$ cat config.mk
export PLATFORM = sky130hd
export DESIGN_NAME = mem_wb_master
export DESIGN_NICKNAME = d
export VERILOG_FILES = /design/src/hdl/lsq_pkg.sv /design/src/hdl/mem_wb_master.sv
export SDC_FILE = /design/constraint.sdc
export NUM_CORES = 1
export LEC_CHECK = 0
export ABC_CLOCK_PERIOD_IN_PS = 2580
export BUFFER_PORTS_ARGS = -buffer_cell sky130_fd_sc_hd__buf_2
export CAP_MARGIN = 0
export CORE_UTILIZATION = 45
export CTS_CLUSTER_SIZE = 28
export DETAILED_ROUTE_END_ITERATION = 6
export GPL_TIMING_DRIVEN = 0
export MAX_ROUTING_LAYER = met4
export PLACE_DENSITY_LB_ADDON = 0.2
export SETUP_SLACK_MARGIN = 0.2
export SKIP_LAST_GASP = 1
export SLEW_MARGIN = 15
export SYNTH_ARGS = -nofsm -noshare
export SYNTH_HDL_FRONTEND = slang
export SYNTH_SLANG_ARGS = --single-unit
$ cat constraint.sdc
create_clock -name clk_i -period 2.58 [get_ports clk_i]
set_input_delay 0.387 -clock clk_i [delete_from_list [all_inputs] [get_ports clk_i]]
set_output_delay 0.387 -clock clk_i [all_outputs]
set_load 0.05 [all_outputs]
$ cat src/hdl/lsq_pkg.sv
// Widths, depths, operation encoding and entry formats of the load/store ordering block
// Imported by every RTL module that handles memory instructions and by the testbench
package lsq_pkg;

    localparam int LSQ_ENTRIES = 4;   // Load/store queue depth
    localparam int SB_ENTRIES  = 2;   // Store buffer depth
    localparam int ADDR_W      = 8;   // Word address
    localparam int DATA_W      = 32;
    localparam int TAG_W       = 4;   // Instruction tag from the core

    typedef enum logic {
        MEM_LOAD  = 1'b0,
        MEM_STORE = 1'b1
    } mem_op_t;

    // Instruction as held in the load/store queue
    typedef struct packed {
        mem_op_t           op;
        logic [ADDR_W-1:0] addr;
        logic [DATA_W-1:0] wdata;
        logic [TAG_W-1:0]  tag;
    } lsq_entry_t;

    // Store waiting in the store buffer
    typedef struct packed {
        logic [ADDR_W-1:0] addr;
        logic [DATA_W-1:0] wdata;
        logic [TAG_W-1:0]  tag;
        logic              committed;   // Set once the core has committed the store
    } sb_entry_t;

endpackage

$ cat src/hdl/mem_wb_master.sv
// Memory port that runs one Wishbone classic cycle per granted operation
// Returns load data as a one-cycle pulse after the ack
`timescale 1ns/1ps

module mem_wb_master
    import lsq_pkg::*;
(
    input  logic              clk_i,
    input  logic              rstn_i,
    input  logic              flush_i,
    input  logic              issue_valid_i,
    input  mem_op_t           issue_op_i,
    input  logic [ADDR_W-1:0] issue_addr_i,
    input  logic [DATA_W-1:0] issue_wdata_i,
    input  logic [TAG_W-1:0]  issue_tag_i,
    output logic              issue_ready_o,
    output logic              wb_cyc_o,
    output logic              wb_stb_o,
    output logic              wb_we_o,
    output logic [ADDR_W-1:0] wb_adr_o,
    output logic [DATA_W-1:0] wb_dat_o,
    input  logic [DATA_W-1:0] wb_dat_i,
    input  logic              wb_ack_i,
    output logic              load_valid_o,
    output logic [TAG_W-1:0]  load_tag_o,
    output logic [DATA_W-1:0] load_data_o
);

    logic             busy_q;     // Idle when low
    logic             cancel_q;   // Flush seen during the running cycle
    mem_op_t          op_q;
    logic [TAG_W-1:0] tag_q;
    logic             accept;
    logic             done;

    assign issue_ready_o = ~busy_q;
    assign accept        = issue_valid_i & ~busy_q;
    assign done          = busy_q & wb_ack_i;

    assign wb_cyc_o = busy_q;
    assign wb_stb_o = busy_q;
    assign wb_we_o  = (op_q == MEM_STORE);

    always_ff @(posedge clk_i or negedge rstn_i) begin
        if (!rstn_i) begin
            busy_q       <= 1'b0;
            cancel_q     <= 1'b0;
            load_valid_o <= 1'b0;
        end else begin
            load_valid_o <= done & (op_q == MEM_LOAD) & ~cancel_q & ~flush_i;
            if (accept) begin
                busy_q   <= 1'b1;
                cancel_q <= 1'b0;
            end else if (done) begin
                busy_q   <= 1'b0;   // Bus idles at least one cycle
                cancel_q <= 1'b0;
            end else if (busy_q && flush_i) begin
                cancel_q <= 1'b1;
            end
        end
    end

    // Operation held stable for the whole bus cycle
    always_ff @(posedge clk_i) begin
        if (accept) begin
            op_q     <= issue_op_i;
            tag_q    <= issue_tag_i;
            wb_adr_o <= issue_addr_i;
            wb_dat_o <= issue_wdata_i;
        end
        if (done) begin
            load_data_o <= wb_dat_i;
            load_tag_o  <= tag_q;
        end
    end

endmodule

---- Word-level counts from Yosys, hierarchy flattened ----
Cells that the tools add are included.
word-level totals
  register bits after elaboration ......... 84
  input port bits ......................... 82
operators by class
  muxes and demuxes ....................... 5
  bitwise logic cells ..................... 9
  reductions and logical operators ........ 3
operator list
  kind                count
  bitwise AND 1 bit   5
  two-way mux 1 bit   5
  inverter 1 bit      4
  nonzero test 3 bit  1
  nonzero test 2 bit  1
  logical AND 1 bit   1

---- Depth between registers and ports, before layout ----
  word-level depth ........................ 4
  gate-level depth with buffers ........... 2
  depth with buffers taken out ............ 2

---- Worst setup path before layout ----
OpenSTA, ideal clock, no wires.
  path type ............................... register to register
  start ................................... register busy_q (netlist: wb_cyc_o)
  end ..................................... register tag_q[0] (enable)
  library setup time ...................... 0.382 ns
  data arrival time ....................... 1.388 ns
  data required time ...................... 2.198 ns
  setup slack ............................. 0.811 ns
  stages on the path, launching flop included .. 2
  buffers on the path ..................... 0
  clock period less this slack ............ 1.769 ns
  cell sequence ........................... dfrtp_1 > and2b_2
between the ends
  word-level cells in the longest chain between the ends .. 2
RTL lines
  item                    RTL line             source
  start, declared         mem_wb_master.sv:29  logic busy_q;
  start signal, assigned  mem_wb_master.sv:46  busy_q <= 1'b0;
  start signal, assigned  mem_wb_master.sv:52  busy_q <= 1'b1;
  start signal, assigned  mem_wb_master.sv:55  busy_q <= 1'b0;
  inverter 1 bit          mem_wb_master.sv:37  assign accept = issue_valid_i & ~busy_q;
  bitwise AND 1 bit       mem_wb_master.sv:37
  named net accept        mem_wb_master.sv:33  logic accept;
  end signal, assigned    mem_wb_master.sv:67  tag_q <= issue_tag_i;
  end, declared           mem_wb_master.sv:32  logic [TAG_W-1:0] tag_q;
The timed path passes the listed nets, and every way through them passes these cells.
A chain may end at the register's enable or synchronous reset.

---- Worst setup path after layout ----
  start ................................... register busy_q (netlist: wb_cyc_o)
  end ..................................... register wb_adr_o[5] (enable)
between the ends
  word-level cells in the longest chain between the ends .. 2
RTL lines
  item                  RTL line             source
  inverter 1 bit        mem_wb_master.sv:37
  bitwise AND 1 bit     mem_wb_master.sv:37
  named net accept      mem_wb_master.sv:33
  end signal, assigned  mem_wb_master.sv:68  wb_adr_o <= issue_addr_i;
  end, declared         mem_wb_master.sv:20  output logic [ADDR_W-1:0] wb_adr_o,
The timed path passes the listed nets, and every way through them passes these cells.

==> summary.txt <==
Worst setup path
  – CP Data Required Time: between 2 and 3 ns
  – Setup crit start kind: flop
  – Crit-path slowest cell: and2b_2
  – Setup CP Type: reg2reg
  – Critical path buffer and inverter count: 0
  – Cell family with most CP delay: simple AND/OR/NAND/NOR gates
  – Crit-path cells: and2b_2
  – Critical path fanouts, max: 45
  – CP endpoint kind: flop
  – Max incr delay on CP: 0.88 ns
  – WP data arrival: 1.67 ns

Yosys
  – Yosys warns: 0
  – Synth unique cells: 10
  – Synthesized area per cell: 27.4 µm²
  – Yosys reg bits: 84
  – Post-Synthesis Cell Area: 2570 µm²
  – Cells after Synth: 94
  – Sequential-to-total area share from yosys stat: between 90% and 100%
  – Post-Syn Nets: 176

CTS
  – H-tree Lvls: 3
  – Clock latency on the worst-skew pair: 0.33 ns
  – Clock Sinks: 84
  – Longest Clk Path Bufs: 2
  – Post-CTS Setup Inserts: 0
  – CTS tree: built
  – TritonCTS buffer count: 9
  – Clock slew at reported path FFs: 0.08 ns
  – Clock root buffer: clkbuf_8

Timing
  – Fmax: between 0.5 and 0.6 GHz
  – Min Hold Slack: roughly 0.22 ns
  – Final worst path period share: 66.5%
  – Setup TNS: 0 ns
  – Slew Viols, Final: 0
  – Worst-margin pin slew: approximately 0.95 ns
  – Max Clock Skew: 0.00889 ns
  – Min Tclk post-route: 1.72 ns
  – Final setup fails: 0
  – Rel. slew slack: 36.7%
  – Hold Fails Final Rpt: 0
  – Unrepaired setup endpoints after global routing: false

Final layout
  – Share of post-route cells with drive strength above 1: 65.6%
  – Syn-to-layout area delta: 42.6%
  – Antenna diode count: 0
  – Commonest non-fill, non-tap cell in the layout: buf_2
  – Post-layout nets: 350
  – Most frequent cells in the layout: buf_2 (162), edfxtp_1 (81), clkbuf_8 (9)

Global route
  – Largest net degree at the start of global routing: 46
  – First-pass GRT wire length: roughly 6.3 mm
  – Total grt overflow: 0
  – Vias in the first global route: about 1400
  – Initial antenna violation count: 0
  – Overall Global Routing Usage: 15.6%

Power
  – Power, Total: 0.00299 W
  – Leakage: 1.57 nW
  – Worst VDD drop: ~0.00058 V
  – Pwr per Cell Area: 816 nW/µm²

Route
  – Number of detailed-route iterations in the first pass: 4
  – Vias: approximately 1500
  – DRT antenna net count: 0
  – Vias per inst: 4.31
  – Initial DRC Count: 68
  – WL/cell: 12.9 µm
  – Post-route DRC: 0
  – Routed wire length: 4.46 mm

Floorplanning
  – Chip height: around 78 µm
  – Die W: 77.6 µm
  – Starting density of the core: about 47%
  – FP Rows: 27
  – Die area: 6020 µm²
  – Num ports: 163
  – CORE AREA: between 5000 and 6000 µm²

Placement
  – Port bufs: 162
  – HPWL after detailed placement: 3.38 mm
  – Global placer's final weighted congestion: 0.716

Outcome
  – Status: finished, final reports clean

Hold path
  – Worst Hold Class: in2reg

Job
  – Max_cap viols: 0
logic make-up after synthesis:
family / synth area share [%]
compound gates: 0.341
buf+inv: 0.438
simple gates: 1.70
flops: 97.5
area by class of cell:
class | count | area (µm²)
buffer | 1 | 7.51
clock buffer | 11 | 131
clock inverter | 5 | 52.6
fill | 408 | 1840
inverter | 1 | 3.75
multi-input combinational | 8 | 52.6
sequential | 84 | 2510
tap | 72 | 90.1
timing repair buffer | 163 | 821
power by group:
part           leakage (nW)  total (W)  internal, W  switching (W)
logic                 0.680   0.000506     0.000109       0.000397
clock network        0.0931   0.000851     0.000443       0.000409
registers             0.798    0.00164      0.00161      0.0000226
routing by layer:
metal	GRT usage [%]	vias to the layer above	wire length (µm)
met1	16.7	640	1720
met4	10.8	0	94
met3	6.35	10	571
met5	-	-	0
li1	-	717	-
met2	23.7	119	2070
final timing paths:
kind                                      startpoint                       to  slack (ns)  cells after the start
worst max-delay path            wb_cyc_o$_DFFE_PN0P_    wb_adr_o[5]$_DFFE_PP_        0.86                      1
max in group asynchronous                     rstn_i     cancel_q$_DFFE_PN0P_        2.11                      2
worst max register to register  wb_cyc_o$_DFFE_PN0P_    wb_adr_o[5]$_DFFE_PP_        0.86                      1
worst min-delay path               issue_wdata_i[29]   wb_dat_o[29]$_DFFE_PP_        0.22                      1
worst min register to register    tag_q[2]$_DFFE_PP_  load_tag_o[2]$_DFFE_PN_        0.42                      0
min in group asynchronous                     rstn_i   load_valid_o$_DFF_PN0_        0.37                      2
stage by stage:
stage | cells | setup slack [ns] | utilization (%) | cell area (µm²)
global placement | 328 | 0.849 | 63.1 | 3470
detailed placement | 328 | 0.856 | 63.1 | 3470
floorplan | 94 | 0.811 | - | 2570
finish | 345 | 0.863 | 66.6 | 3670
global route | 345 | 0.749 | 66.6 | 3670
CTS | 345 | 0.845 | 66.6 | 3670
flip-flops by register name (all words and copies together), names as in the netlist:
signal and count:
load_data_o 32, wb_dat_o 32, wb_adr_o 8, load_tag_o 4, tag_q 4, cancel_q 1
load_valid_o 1, wb_cyc_o 1, wb_we_o 1
cell usage after synthesis, drive strengths merged:
master	n	share of area (%)
edfxtp	81	95
dfrtp	3	2.9
nor2	3	0.44
and2	1	0.34
and2b	1	0.34
and3b	1	0.34
buf	1	0.29
inv	1	0.15
nand2b	1	0.24
o2bb2ai	1	0.34
timing repair:
action                    CTS  global route
hold endpoints to repair    3             0
resized for setup           0             0
hold buffers                1             0
(Power assumes the default switching activity.)
