==> config.mk <==
export PLATFORM = sky130hd
export DESIGN_NAME = load_store_queue
export DESIGN_NICKNAME = d
export VERILOG_FILES = /design/src/hdl/lsq_pkg.sv /design/src/hdl/mem_circ_queue.sv /design/src/hdl/store_buffer.sv /design/src/hdl/load_store_queue.sv
export SDC_FILE = /design/constraint.sdc
export NUM_CORES = 1
export LEC_CHECK = 0
export BUFFER_PORTS_ARGS = -buffer_cell sky130_fd_sc_hd__buf_4
export CORE_MARGIN = 2
export CORE_UTILIZATION = 60
export DETAILED_ROUTE_END_ITERATION = 12
export PLACE_DENSITY_LB_ADDON = 0.12
export SYNTH_ARGS = -nofsm -noshare
export SYNTH_HDL_FRONTEND = slang
export SYNTH_HIERARCHICAL = 1
export SYNTH_SLANG_ARGS = --single-unit
export TNS_END_PERCENT = 50
==> constraint.sdc <==
create_clock -name clk_i -period 5.8 [get_ports clk_i]
set_clock_uncertainty 0.15 [all_clocks]
set_input_delay 1.16 -clock clk_i [delete_from_list [all_inputs] [get_ports clk_i]]
set_output_delay 1.16 -clock clk_i [all_outputs]
set_load 0.01 [all_outputs]
==> src/hdl/lsq_pkg.sv <==
// Widths, depths, operation encoding and entry formats of the load/store ordering block
// Imported by every RTL module that handles memory instructions and by the testbench
package lsq_pkg;

    localparam int LSQ_ENTRIES = 4;   // Load/store queue depth
    localparam int SB_ENTRIES  = 2;   // Store buffer depth
    localparam int ADDR_W      = 8;   // Word address
    localparam int DATA_W      = 32;
    localparam int TAG_W       = 4;   // Instruction tag from the core

    typedef enum logic {
        MEM_LOAD  = 1'b0,
        MEM_STORE = 1'b1
    } mem_op_t;

    // Instruction as held in the load/store queue
    typedef struct packed {
        mem_op_t           op;
        logic [ADDR_W-1:0] addr;
        logic [DATA_W-1:0] wdata;
        logic [TAG_W-1:0]  tag;
    } lsq_entry_t;

    // Store waiting in the store buffer
    typedef struct packed {
        logic [ADDR_W-1:0] addr;
        logic [DATA_W-1:0] wdata;
        logic [TAG_W-1:0]  tag;
        logic              committed;   // Set once the core has committed the store
    } sb_entry_t;

endpackage

==> src/hdl/mem_circ_queue.sv <==
// Circular buffer of any entry type, with all slots visible for associative search
// Backs both the load/store queue and the store buffer
`timescale 1ns/1ps

module mem_circ_queue #(
    parameter type entry_t = logic [7:0],
    parameter int  DEPTH   = 4
) (
    input  logic                   clk_i,
    input  logic                   rstn_i,
    input  logic                   clear_i,     // Drop every entry
    input  logic                   push_i,
    input  entry_t                 push_data_i,
    input  logic                   pop_i,
    output entry_t                 head_o,
    output logic                   full_o,
    output logic                   empty_o,
    output entry_t                 entries_o [DEPTH],   // Indexed by physical slot
    output logic [DEPTH-1:0]       valid_o
);

    entry_t mem_q [DEPTH];

    logic [$clog2(DEPTH)-1:0] head_q;
    logic [$clog2(DEPTH)-1:0] tail_q;
    logic [$clog2(DEPTH):0]   count_q;   // One bit wider than the pointers

    logic do_push;
    logic do_pop;

    assign full_o  = (count_q == DEPTH);
    assign empty_o = (count_q == '0);
    assign do_push = push_i & ~full_o;
    assign do_pop  = pop_i & ~empty_o;

    assign head_o    = mem_q[head_q];
    assign entries_o = mem_q;

    // A slot is valid when it lies less than count places after the head
    always_comb begin
        for (int i = 0; i < DEPTH; i++) begin
            valid_o[i] = ((i + DEPTH - int'(head_q)) % DEPTH) < int'(count_q);
        end
    end

    always_ff @(posedge clk_i) begin
        if (do_push) begin
            mem_q[tail_q] <= push_data_i;
        end
    end

    always_ff @(posedge clk_i or negedge rstn_i) begin
        if (!rstn_i) begin
            head_q  <= '0;
            tail_q  <= '0;
            count_q <= '0;
        end else if (clear_i) begin
            head_q  <= '0;
            tail_q  <= '0;
            count_q <= '0;
        end else begin
            if (do_push) begin
                tail_q <= (tail_q == DEPTH - 1) ? '0 : tail_q + 1'b1;
            end
            if (do_pop) begin
                head_q <= (head_q == DEPTH - 1) ? '0 : head_q + 1'b1;
            end
            count_q <= count_q + {{$clog2(DEPTH){1'b0}}, do_push}
                               - {{$clog2(DEPTH){1'b0}}, do_pop};
        end
    end

endmodule

==> src/hdl/store_buffer.sv <==
// Buffer of stores that left the queue, waiting for their commit before going to memory
// Also flags head loads that hit a buffered store address
`timescale 1ns/1ps

module store_buffer
    import lsq_pkg::*;
(
    input  logic              clk_i,
    input  logic              rstn_i,
    input  logic              flush_i,
    input  logic              push_i,
    input  lsq_entry_t        push_entry_i,
    input  logic              commit_valid_i,
    input  logic [TAG_W-1:0]  commit_tag_i,
    input  logic              pop_i,
    input  logic [ADDR_W-1:0] load_addr_i,
    output sb_entry_t         head_o,
    output logic              head_ready_o,   // Head store is committed
    output logic              full_o,
    output logic              empty_o,
    output logic              collision_o
);

    sb_entry_t sb_entries [SB_ENTRIES];
    sb_entry_t push_data;
    sb_entry_t q_head;

    logic [SB_ENTRIES-1:0] sb_valid;
    logic [SB_ENTRIES-1:0] cmt_q;       // Commits that arrived after the push
    logic [SB_ENTRIES-1:0] dead_q;      // Discarded by a flush, popped when at head
    logic [SB_ENTRIES-1:0] live;
    logic [SB_ENTRIES-1:0] committed;
    logic [SB_ENTRIES-1:0] tag_hit;
    logic [SB_ENTRIES-1:0] addr_hit;

    logic [2**TAG_W-1:0]          pend_q;       // Commits seen while the store was still queued
    logic [$clog2(SB_ENTRIES)-1:0] head_idx_q;  // Physical slot of the head

    logic q_empty;
    logic q_pop;
    logic q_clear;
    logic push_hit;
    logic head_dead;

    always_comb begin
        for (int i = 0; i < SB_ENTRIES; i++) begin
            live[i]      = sb_valid[i] & ~dead_q[i];
            committed[i] = sb_entries[i].committed | cmt_q[i];
            tag_hit[i]   = commit_valid_i & live[i] & (sb_entries[i].tag == commit_tag_i);
            addr_hit[i]  = live[i] & (sb_entries[i].addr == load_addr_i);
        end
    end

    // Commit in the push cycle, or earlier while the store sat in the queue
    assign push_hit  = commit_valid_i & push_i & (push_entry_i.tag == commit_tag_i);
    assign push_data = '{addr:      push_entry_i.addr,
                         wdata:     push_entry_i.wdata,
                         tag:       push_entry_i.tag,
                         committed: push_hit | pend_q[push_entry_i.tag]};

    assign head_dead = dead_q[head_idx_q];
    assign q_pop     = pop_i | (~q_empty & head_dead);
    // Full clear only when no committed store has to survive the flush
    assign q_clear   = flush_i & ~|(live & (committed | tag_hit));

    mem_circ_queue #(
        .entry_t (sb_entry_t),
        .DEPTH   (SB_ENTRIES)
    ) u_sb_queue (
        .clk_i       (clk_i),
        .rstn_i      (rstn_i),
        .clear_i     (q_clear),
        .push_i      (push_i),
        .push_data_i (push_data),
        .pop_i       (q_pop),
        .head_o      (q_head),
        .full_o      (full_o),
        .empty_o     (q_empty),
        .entries_o   (sb_entries),
        .valid_o     (sb_valid)
    );

    always_comb begin
        head_o           = q_head;
        head_o.committed = committed[head_idx_q];
    end

    assign head_ready_o = ~q_empty & ~head_dead & committed[head_idx_q];
    assign empty_o      = ~|live;
    assign collision_o  = |addr_hit;

    always_ff @(posedge clk_i or negedge rstn_i) begin
        if (!rstn_i) begin
            cmt_q      <= '0;
            dead_q     <= '0;
            pend_q     <= '0;
            head_idx_q <= '0;
        end else begin
            // Per-slot flags die with their entry
            for (int i = 0; i < SB_ENTRIES; i++) begin
                cmt_q[i]  <= sb_valid[i] & (cmt_q[i] | tag_hit[i]);
                dead_q[i] <= sb_valid[i] & (dead_q[i] | (flush_i & ~committed[i] & ~tag_hit[i]));
            end
            if (q_clear) begin
                head_idx_q <= '0;
            end else if (q_pop && !q_empty) begin
                head_idx_q <= (head_idx_q == SB_ENTRIES - 1) ? '0 : head_idx_q + 1'b1;
            end
            if (flush_i) begin
                pend_q <= '0;
            end else begin
                if (commit_valid_i && !(|tag_hit) && !push_hit) begin
                    pend_q[commit_tag_i] <= 1'b1;   // Store not here yet
                end
                if (push_i) begin
                    pend_q[push_entry_i.tag] <= 1'b0;
                end
            end
        end
    end

endmodule

==> src/hdl/load_store_queue.sv <==
// In-order memory instruction queue with its store buffer
// Sends head stores to the buffer and picks the next operation for the memory port
`timescale 1ns/1ps

module load_store_queue
    import lsq_pkg::*;
(
    input  logic              clk_i,
    input  logic              rstn_i,
    input  logic              flush_i,
    input  logic              instr_valid_i,
    input  mem_op_t           instr_op_i,
    input  logic [ADDR_W-1:0] instr_addr_i,
    input  logic [DATA_W-1:0] instr_wdata_i,
    input  logic [TAG_W-1:0]  instr_tag_i,
    input  logic              commit_valid_i,
    input  logic [TAG_W-1:0]  commit_tag_i,
    input  logic              issue_ready_i,
    output logic              issue_valid_o,
    output mem_op_t           issue_op_o,
    output logic [ADDR_W-1:0] issue_addr_o,
    output logic [DATA_W-1:0] issue_wdata_o,
    output logic [TAG_W-1:0]  issue_tag_o,
    output logic              full_o,
    output logic              empty_o,
    output logic              load_after_store_o
);

    lsq_entry_t q_head;
    lsq_entry_t q_push_data;
    sb_entry_t  sb_head;

    logic q_full;
    logic q_empty;
    logic q_push;
    logic q_pop;
    logic sb_head_ready;
    logic sb_full;
    logic sb_empty;
    logic sb_collision;
    logic sb_push;
    logic sb_pop;
    logic head_load;
    logic head_store;
    logic issue_sb;
    logic issue_load;

    assign q_push      = instr_valid_i & ~full_o;
    assign q_push_data = '{op:    instr_op_i,
                           addr:  instr_addr_i,
                           wdata: instr_wdata_i,
                           tag:   instr_tag_i};

    mem_circ_queue #(
        .entry_t (lsq_entry_t),
        .DEPTH   (LSQ_ENTRIES)
    ) u_lsq_queue (
        .clk_i       (clk_i),
        .rstn_i      (rstn_i),
        .clear_i     (flush_i),
        .push_i      (q_push),
        .push_data_i (q_push_data),
        .pop_i       (q_pop),
        .head_o      (q_head),
        .full_o      (q_full),
        .empty_o     (q_empty),
        .entries_o   (),
        .valid_o     ()
    );

    store_buffer u_store_buffer (
        .clk_i          (clk_i),
        .rstn_i         (rstn_i),
        .flush_i        (flush_i),
        .push_i         (sb_push),
        .push_entry_i   (q_head),
        .commit_valid_i (commit_valid_i),
        .commit_tag_i   (commit_tag_i),
        .pop_i          (sb_pop),
        .load_addr_i    (q_head.addr),
        .head_o         (sb_head),
        .head_ready_o   (sb_head_ready),
        .full_o         (sb_full),
        .empty_o        (sb_empty),
        .collision_o    (sb_collision)
    );

    assign head_load  = ~q_empty & (q_head.op == MEM_LOAD);
    assign head_store = ~q_empty & (q_head.op == MEM_STORE);

    // Head store moves on its own, without the memory port
    assign sb_push = head_store & ~sb_full & ~flush_i;

    // Committed stores first, then a head load with no buffered match
    assign issue_sb      = sb_head_ready;
    assign issue_load    = ~issue_sb & head_load & ~sb_collision & ~flush_i;
    assign issue_valid_o = issue_sb | issue_load;

    always_comb begin
        if (issue_sb) begin
            issue_op_o    = MEM_STORE;
            issue_addr_o  = sb_head.addr;
            issue_wdata_o = sb_head.wdata;
            issue_tag_o   = sb_head.tag;
        end else begin
            issue_op_o    = q_head.op;
            issue_addr_o  = q_head.addr;
            issue_wdata_o = q_head.wdata;
            issue_tag_o   = q_head.tag;
        end
    end

    assign sb_pop = issue_sb & issue_ready_i;
    assign q_pop  = sb_push | (issue_load & issue_ready_i);

    assign full_o             = q_full | flush_i;   // No new instruction while flushing
    assign empty_o            = q_empty & sb_empty;
    assign load_after_store_o = head_load & sb_collision;

endmodule

[Yosys cells after proc, flatten, opt, wreduce, memory -nomap -nowiden]
Cells that the tools add are included.
Storage, ports and cells
  register bits after elaboration: 302
  input bits: 55
  output and inout port bits: 49
  word-level logic and storage cells: 213
Cells by class
  $add $sub $neg: 11
  order comparisons: 13
  equal/unequal tests: 9
  multiplexer cells: 47
  bitwise logic cells: 76
  reductions and logical operators: 23
Operators with widths (number)
  $mux 45: 7
  $bwmux 180: 1
  $bmux 45 s2: 1
  $bwmux 90: 1
  $demux 45 s2: 1
  $mux 16: 4
  $demux 45 s1: 1
  $and 1x1->1: 40
  $mux 32: 1
  $mux 1: 17
  $and 16x16->16: 1
  $eq 8x8->1: 2
  $not 1->1: 16
  $not 16->16: 1
  $or 16x16->16: 1
  $mux 2: 7
  $eq 4x4->1: 3
  $or 1x1->1: 11
  $lt 4x5->1 const B: 2
  $reduce_bool 2->1: 5
  $demux 1 s4: 2
  $ge 4x1->1 const B: 2
  $mux 8: 1
  $reduce_or 2->1: 4
  other kinds (26): 47

[Longest topological paths before layout]
  word-level depth: 16
  gate-level depth with buffers: 18

[Hierarchy]
The synthesis kept the hierarchy.
Modules (own cells, without submodules)
  mem_circ_queue (u_lsq_queue): instances 1, cells each 301, area each 7065.5 um2
  mem_circ_queue (u_store_buffer.u_sb_queue): instances 1, cells each 168, area each 3497.1 um2
  store_buffer: instances 1, cells each 191, area each 1750.4 um2
  load_store_queue: instances 1, cells each 62, area each 611.8 um2

[Least setup slack after synthesis]
OpenSTA, ideal clock, no wires.
  path kind: register to register
  from: register u_lsq_queue.head_q[0]
  to: register u_lsq_queue.count_q[2]
  arrival: 3.624 ns
  setup slack: 1.896 ns
  cell stages (with the launch flop): 19
  buffers on the path: 2
  period minus slack after synthesis: 3.904 ns
  cells stage by stage: dfrtp_1 > clkbuf_1 > buf_2 > mux4_2 > xor2_1 > nor4_1 > nand3_1 > o21ai_0 > or4b_1 > a211oi_2 > o31ai_1 > inv_1 > ha_1 > inv_1 > ha_1 > inv_1 > fa_1 > xnor2_1 > nor2_1
RTL lines
  from (decl): RTL line mem_circ_queue.sv:24  | logic [$clog2(DEPTH)-1:0] head_q;
  from (signal assigned): RTL line mem_circ_queue.sv:66  | head_q <= (head_q == DEPTH - 1) ? '0 : head_q + 1'b1;
  to (signal assigned): RTL line mem_circ_queue.sv:68  | count_q <= count_q + {{$clog2(DEPTH){1'b0}}, do_push}
  to (decl): RTL line mem_circ_queue.sv:26  | logic [$clog2(DEPTH):0] count_q;

==> reports/results.ini <==
[clock_tree]
cts_setup_buffers=0
ctsResizeCount=0
insertion_delay_ns=0.54
postCtsHoldBufs=0
cts_tree=built
clkTransAtPathRegs_ns=0.06
numCtsBuffers=30
htreeDepth=1
clock_path_buffers=3
cts_num_sinks=302
root_buffer=clkbuf_16

[drt]
wire_per_inst_um=21.1
dr.first_iter.drc_count=450
drt-total-wl_um=23500
wl_met2_um=11900
ant_nets=0
vias=6569
avgViaCountPerCell=5.90
drcViolationCount=0
dr.max_layer_used=met4
drt-pass1-iter-count=7
wl_met3_um=1330
m1WireLength_um=10000

[worst_hold_path]
hold_start=u_store_buffer/cmt_q[1]$_DFF_PN0_
min_to=u_store_buffer/cmt_q[1]$_DFF_PN0_
min_path_type=flop to flop
hold_depth=1

[power_and_ir_drop]
peakVddDrop_mv=0.303
p_leak_nw=5.12
power_density_nw_per_um2=371

[synthesis]
syn_inst=704
yosys_warnings=6
syn_avg_cell_area_um2=18.2
synth_area_um2=12800
synth_fp_nets=769

[setup_path]
end_kind=primary output
crit_slowest_cell=dfrtp_4
crit_path_max_incr_delay_ns=0.65
r2r_cells=7
critical_path_class=flop to primary output
rrSetupSlack_ns=1.32
r2r_end=u_store_buffer/u_sb_queue/entries_o[71]$_DFFE_PP_
regToRegStartpoint=u_lsq_queue/head_q[0]$_DFFE_PN0P_
crit_chain=mux4_2 > xor2_1 > nor4_1 > nand3_1 > o21ai_0 > nor3b_1 > buf_4
worst_ep_arrival_time_ns=3.35
start_kind=flop
critPathMaxFanout=17
cp.required_ns=4.49

[timing]
min_period_over_period=0.803
rsz0062_at_grt=false
maxSlewViolCount=0
max_freq_mhz=215
setup_tns_ns=0
hold_viol=0
relSlewSlack=0.205
setup_viol=0
period_needed_ns=4.66
tightest_slew_ns=1.19

[final_layout]
final_area_um2=14800
fin_util=0.706
drive_gt1_frac=0.343
antennaDiodeCount=0
final_nets=880
syn2layout_area_growth_pct=15.6

[placement]
dpl.hpwl_um=14600
post_dp_cell_area_um2=13800
portBuffers=103
place.gp.congestion=0.809

[die]
initial_core_util=0.611
fp-row-count=53
fp.dieH_um=150
io_pins=104
die_width_um=150
dieArea_um2=22500
core_area_um2=21000

[grt]
gr-total-overflow=0
antenna_found_initial=0
grt_max_degree=46
grt_pass1_wl_um=37300
grt_pass1_vias=6864
grt_usage=0.216

[status]
outcome=finished, final reports clean

[job]
max-cap-violations=0

area by class of cell:
| type | instances | area [um2] |
|---|---|---|
| inverter | 32 | 120 |
| multi-input combinational | 337 | 3590 |
| tap | 275 | 344 |
| clock inverter | 12 | 128 |
| fill | 1362 | 6160 |
| timing repair buffer | 112 | 841 |
| clock buffer | 44 | 855 |
| sequential | 302 | 8910 |
cell usage in the layout, fill, tap and decap left out, types with 4 or more instances in the layout:
master     instances
edfxtp_1         270
buf_4            112
mux4_2            49
mux2_2            45
mux2_1            44
nor2_1            35
clkbuf_16         31
dfrtp_1           29
inv_1             27
xor2_1            20
nor3_1            16
a2111oi_2         12
nand3_1           11
clkbuf_1          10
xnor2_1           10
nand2_1            9
ha_1               9
o21a_1             9
a21oi_1            7
clkinv_1           6
and3_2             5
nor2b_1            5
inv_2              5
a21o_1             4
through the flow:
| stage | std cells | hold slack, ns | total power, mW | setup slack, ns |
|---|---|---|---|---|
| final | 1114 | 0.367 | 5.49 | 1.14 |
| after global routing | 1114 | 0.377 | 5.72 | 0.897 |
| after CTS | 1114 | 0.371 | 5.54 | 1.11 |
| after detailed placement | 1058 | 0.359 | 3.65 | 1.28 |
| after global placement | 1058 | 0.355 | 3.62 | 1.41 |
| after floorplan | 704 | 0.331 | 3.28 | 1.90 |
worst max-delay path: cells and delay by family, from the launching register on:
family	cells	cell delay [ns]
and+or+nand+nor	3	0.73
DFF	1	0.65
muxes	1	0.63
AOI/OAI and AO/OA	1	0.41
xor gates and xnor gates	1	0.20
buffers and inverters	1	0.18
flip-flops by register name, summed over array words and instances (netlist names):
register                             cells
u_store_buffer/dead_q                    2
u_lsq_queue/count_q                      3
u_store_buffer/u_sb_queue/count_q        2
u_store_buffer/u_sb_queue/tail_q         1
u_store_buffer/u_sb_queue/entries_o     90
u_store_buffer/pend_q                   16
u_store_buffer/cmt_q                     2
u_lsq_queue/tail_q                       2
u_store_buffer/head_idx_q                1
u_store_buffer/u_sb_queue/head_q         1
u_lsq_queue/head_q                       2
u_lsq_queue/entries_o                  180
layer usage:
metal | vias to the layer above | global-route usage
met3 | 22 | 0.0363
met5 | - | 0
met4 | 0 | 0.0439
met1 | 3378 | 0.298
met2 | 184 | 0.369
li1 | 2985 | -
power breakdown:
part	switching, mW	leakage (nW)	internal, mW
clock network	0.745	0.479	1.15
logic	0.517	1.76	0.440
registers	0.0599	2.88	2.58
total	1.32	5.12	4.16
how the worst max path moves through the flow:
stage                                                                    to  depth (start not counted)                         startpoint  slack (ns)
after CTS                                                load_after_store_o                          7  u_lsq_queue/head_q[0]$_DFFE_PN0P_        1.11
after detailed placement  u_store_buffer/u_sb_queue/entries_o[77]$_DFFE_PP_                          7  u_lsq_queue/head_q[0]$_DFFE_PN0P_        1.28
after global routing      u_store_buffer/u_sb_queue/entries_o[79]$_DFFE_PP_                          7  u_lsq_queue/head_q[0]$_DFFE_PN0P_        0.90
after global placement    u_store_buffer/u_sb_queue/entries_o[70]$_DFFE_PP_                          7  u_lsq_queue/head_q[0]$_DFFE_PN0P_        1.41
final                                                    load_after_store_o                          7  u_lsq_queue/head_q[0]$_DFFE_PN0P_        1.14
after floorplan                            u_lsq_queue/count_q[2]$_DFF_PN0_                         18  u_lsq_queue/head_q[0]$_DFFE_PN0P_        1.90
Note: power is estimated with default switching activity, not from simulation.
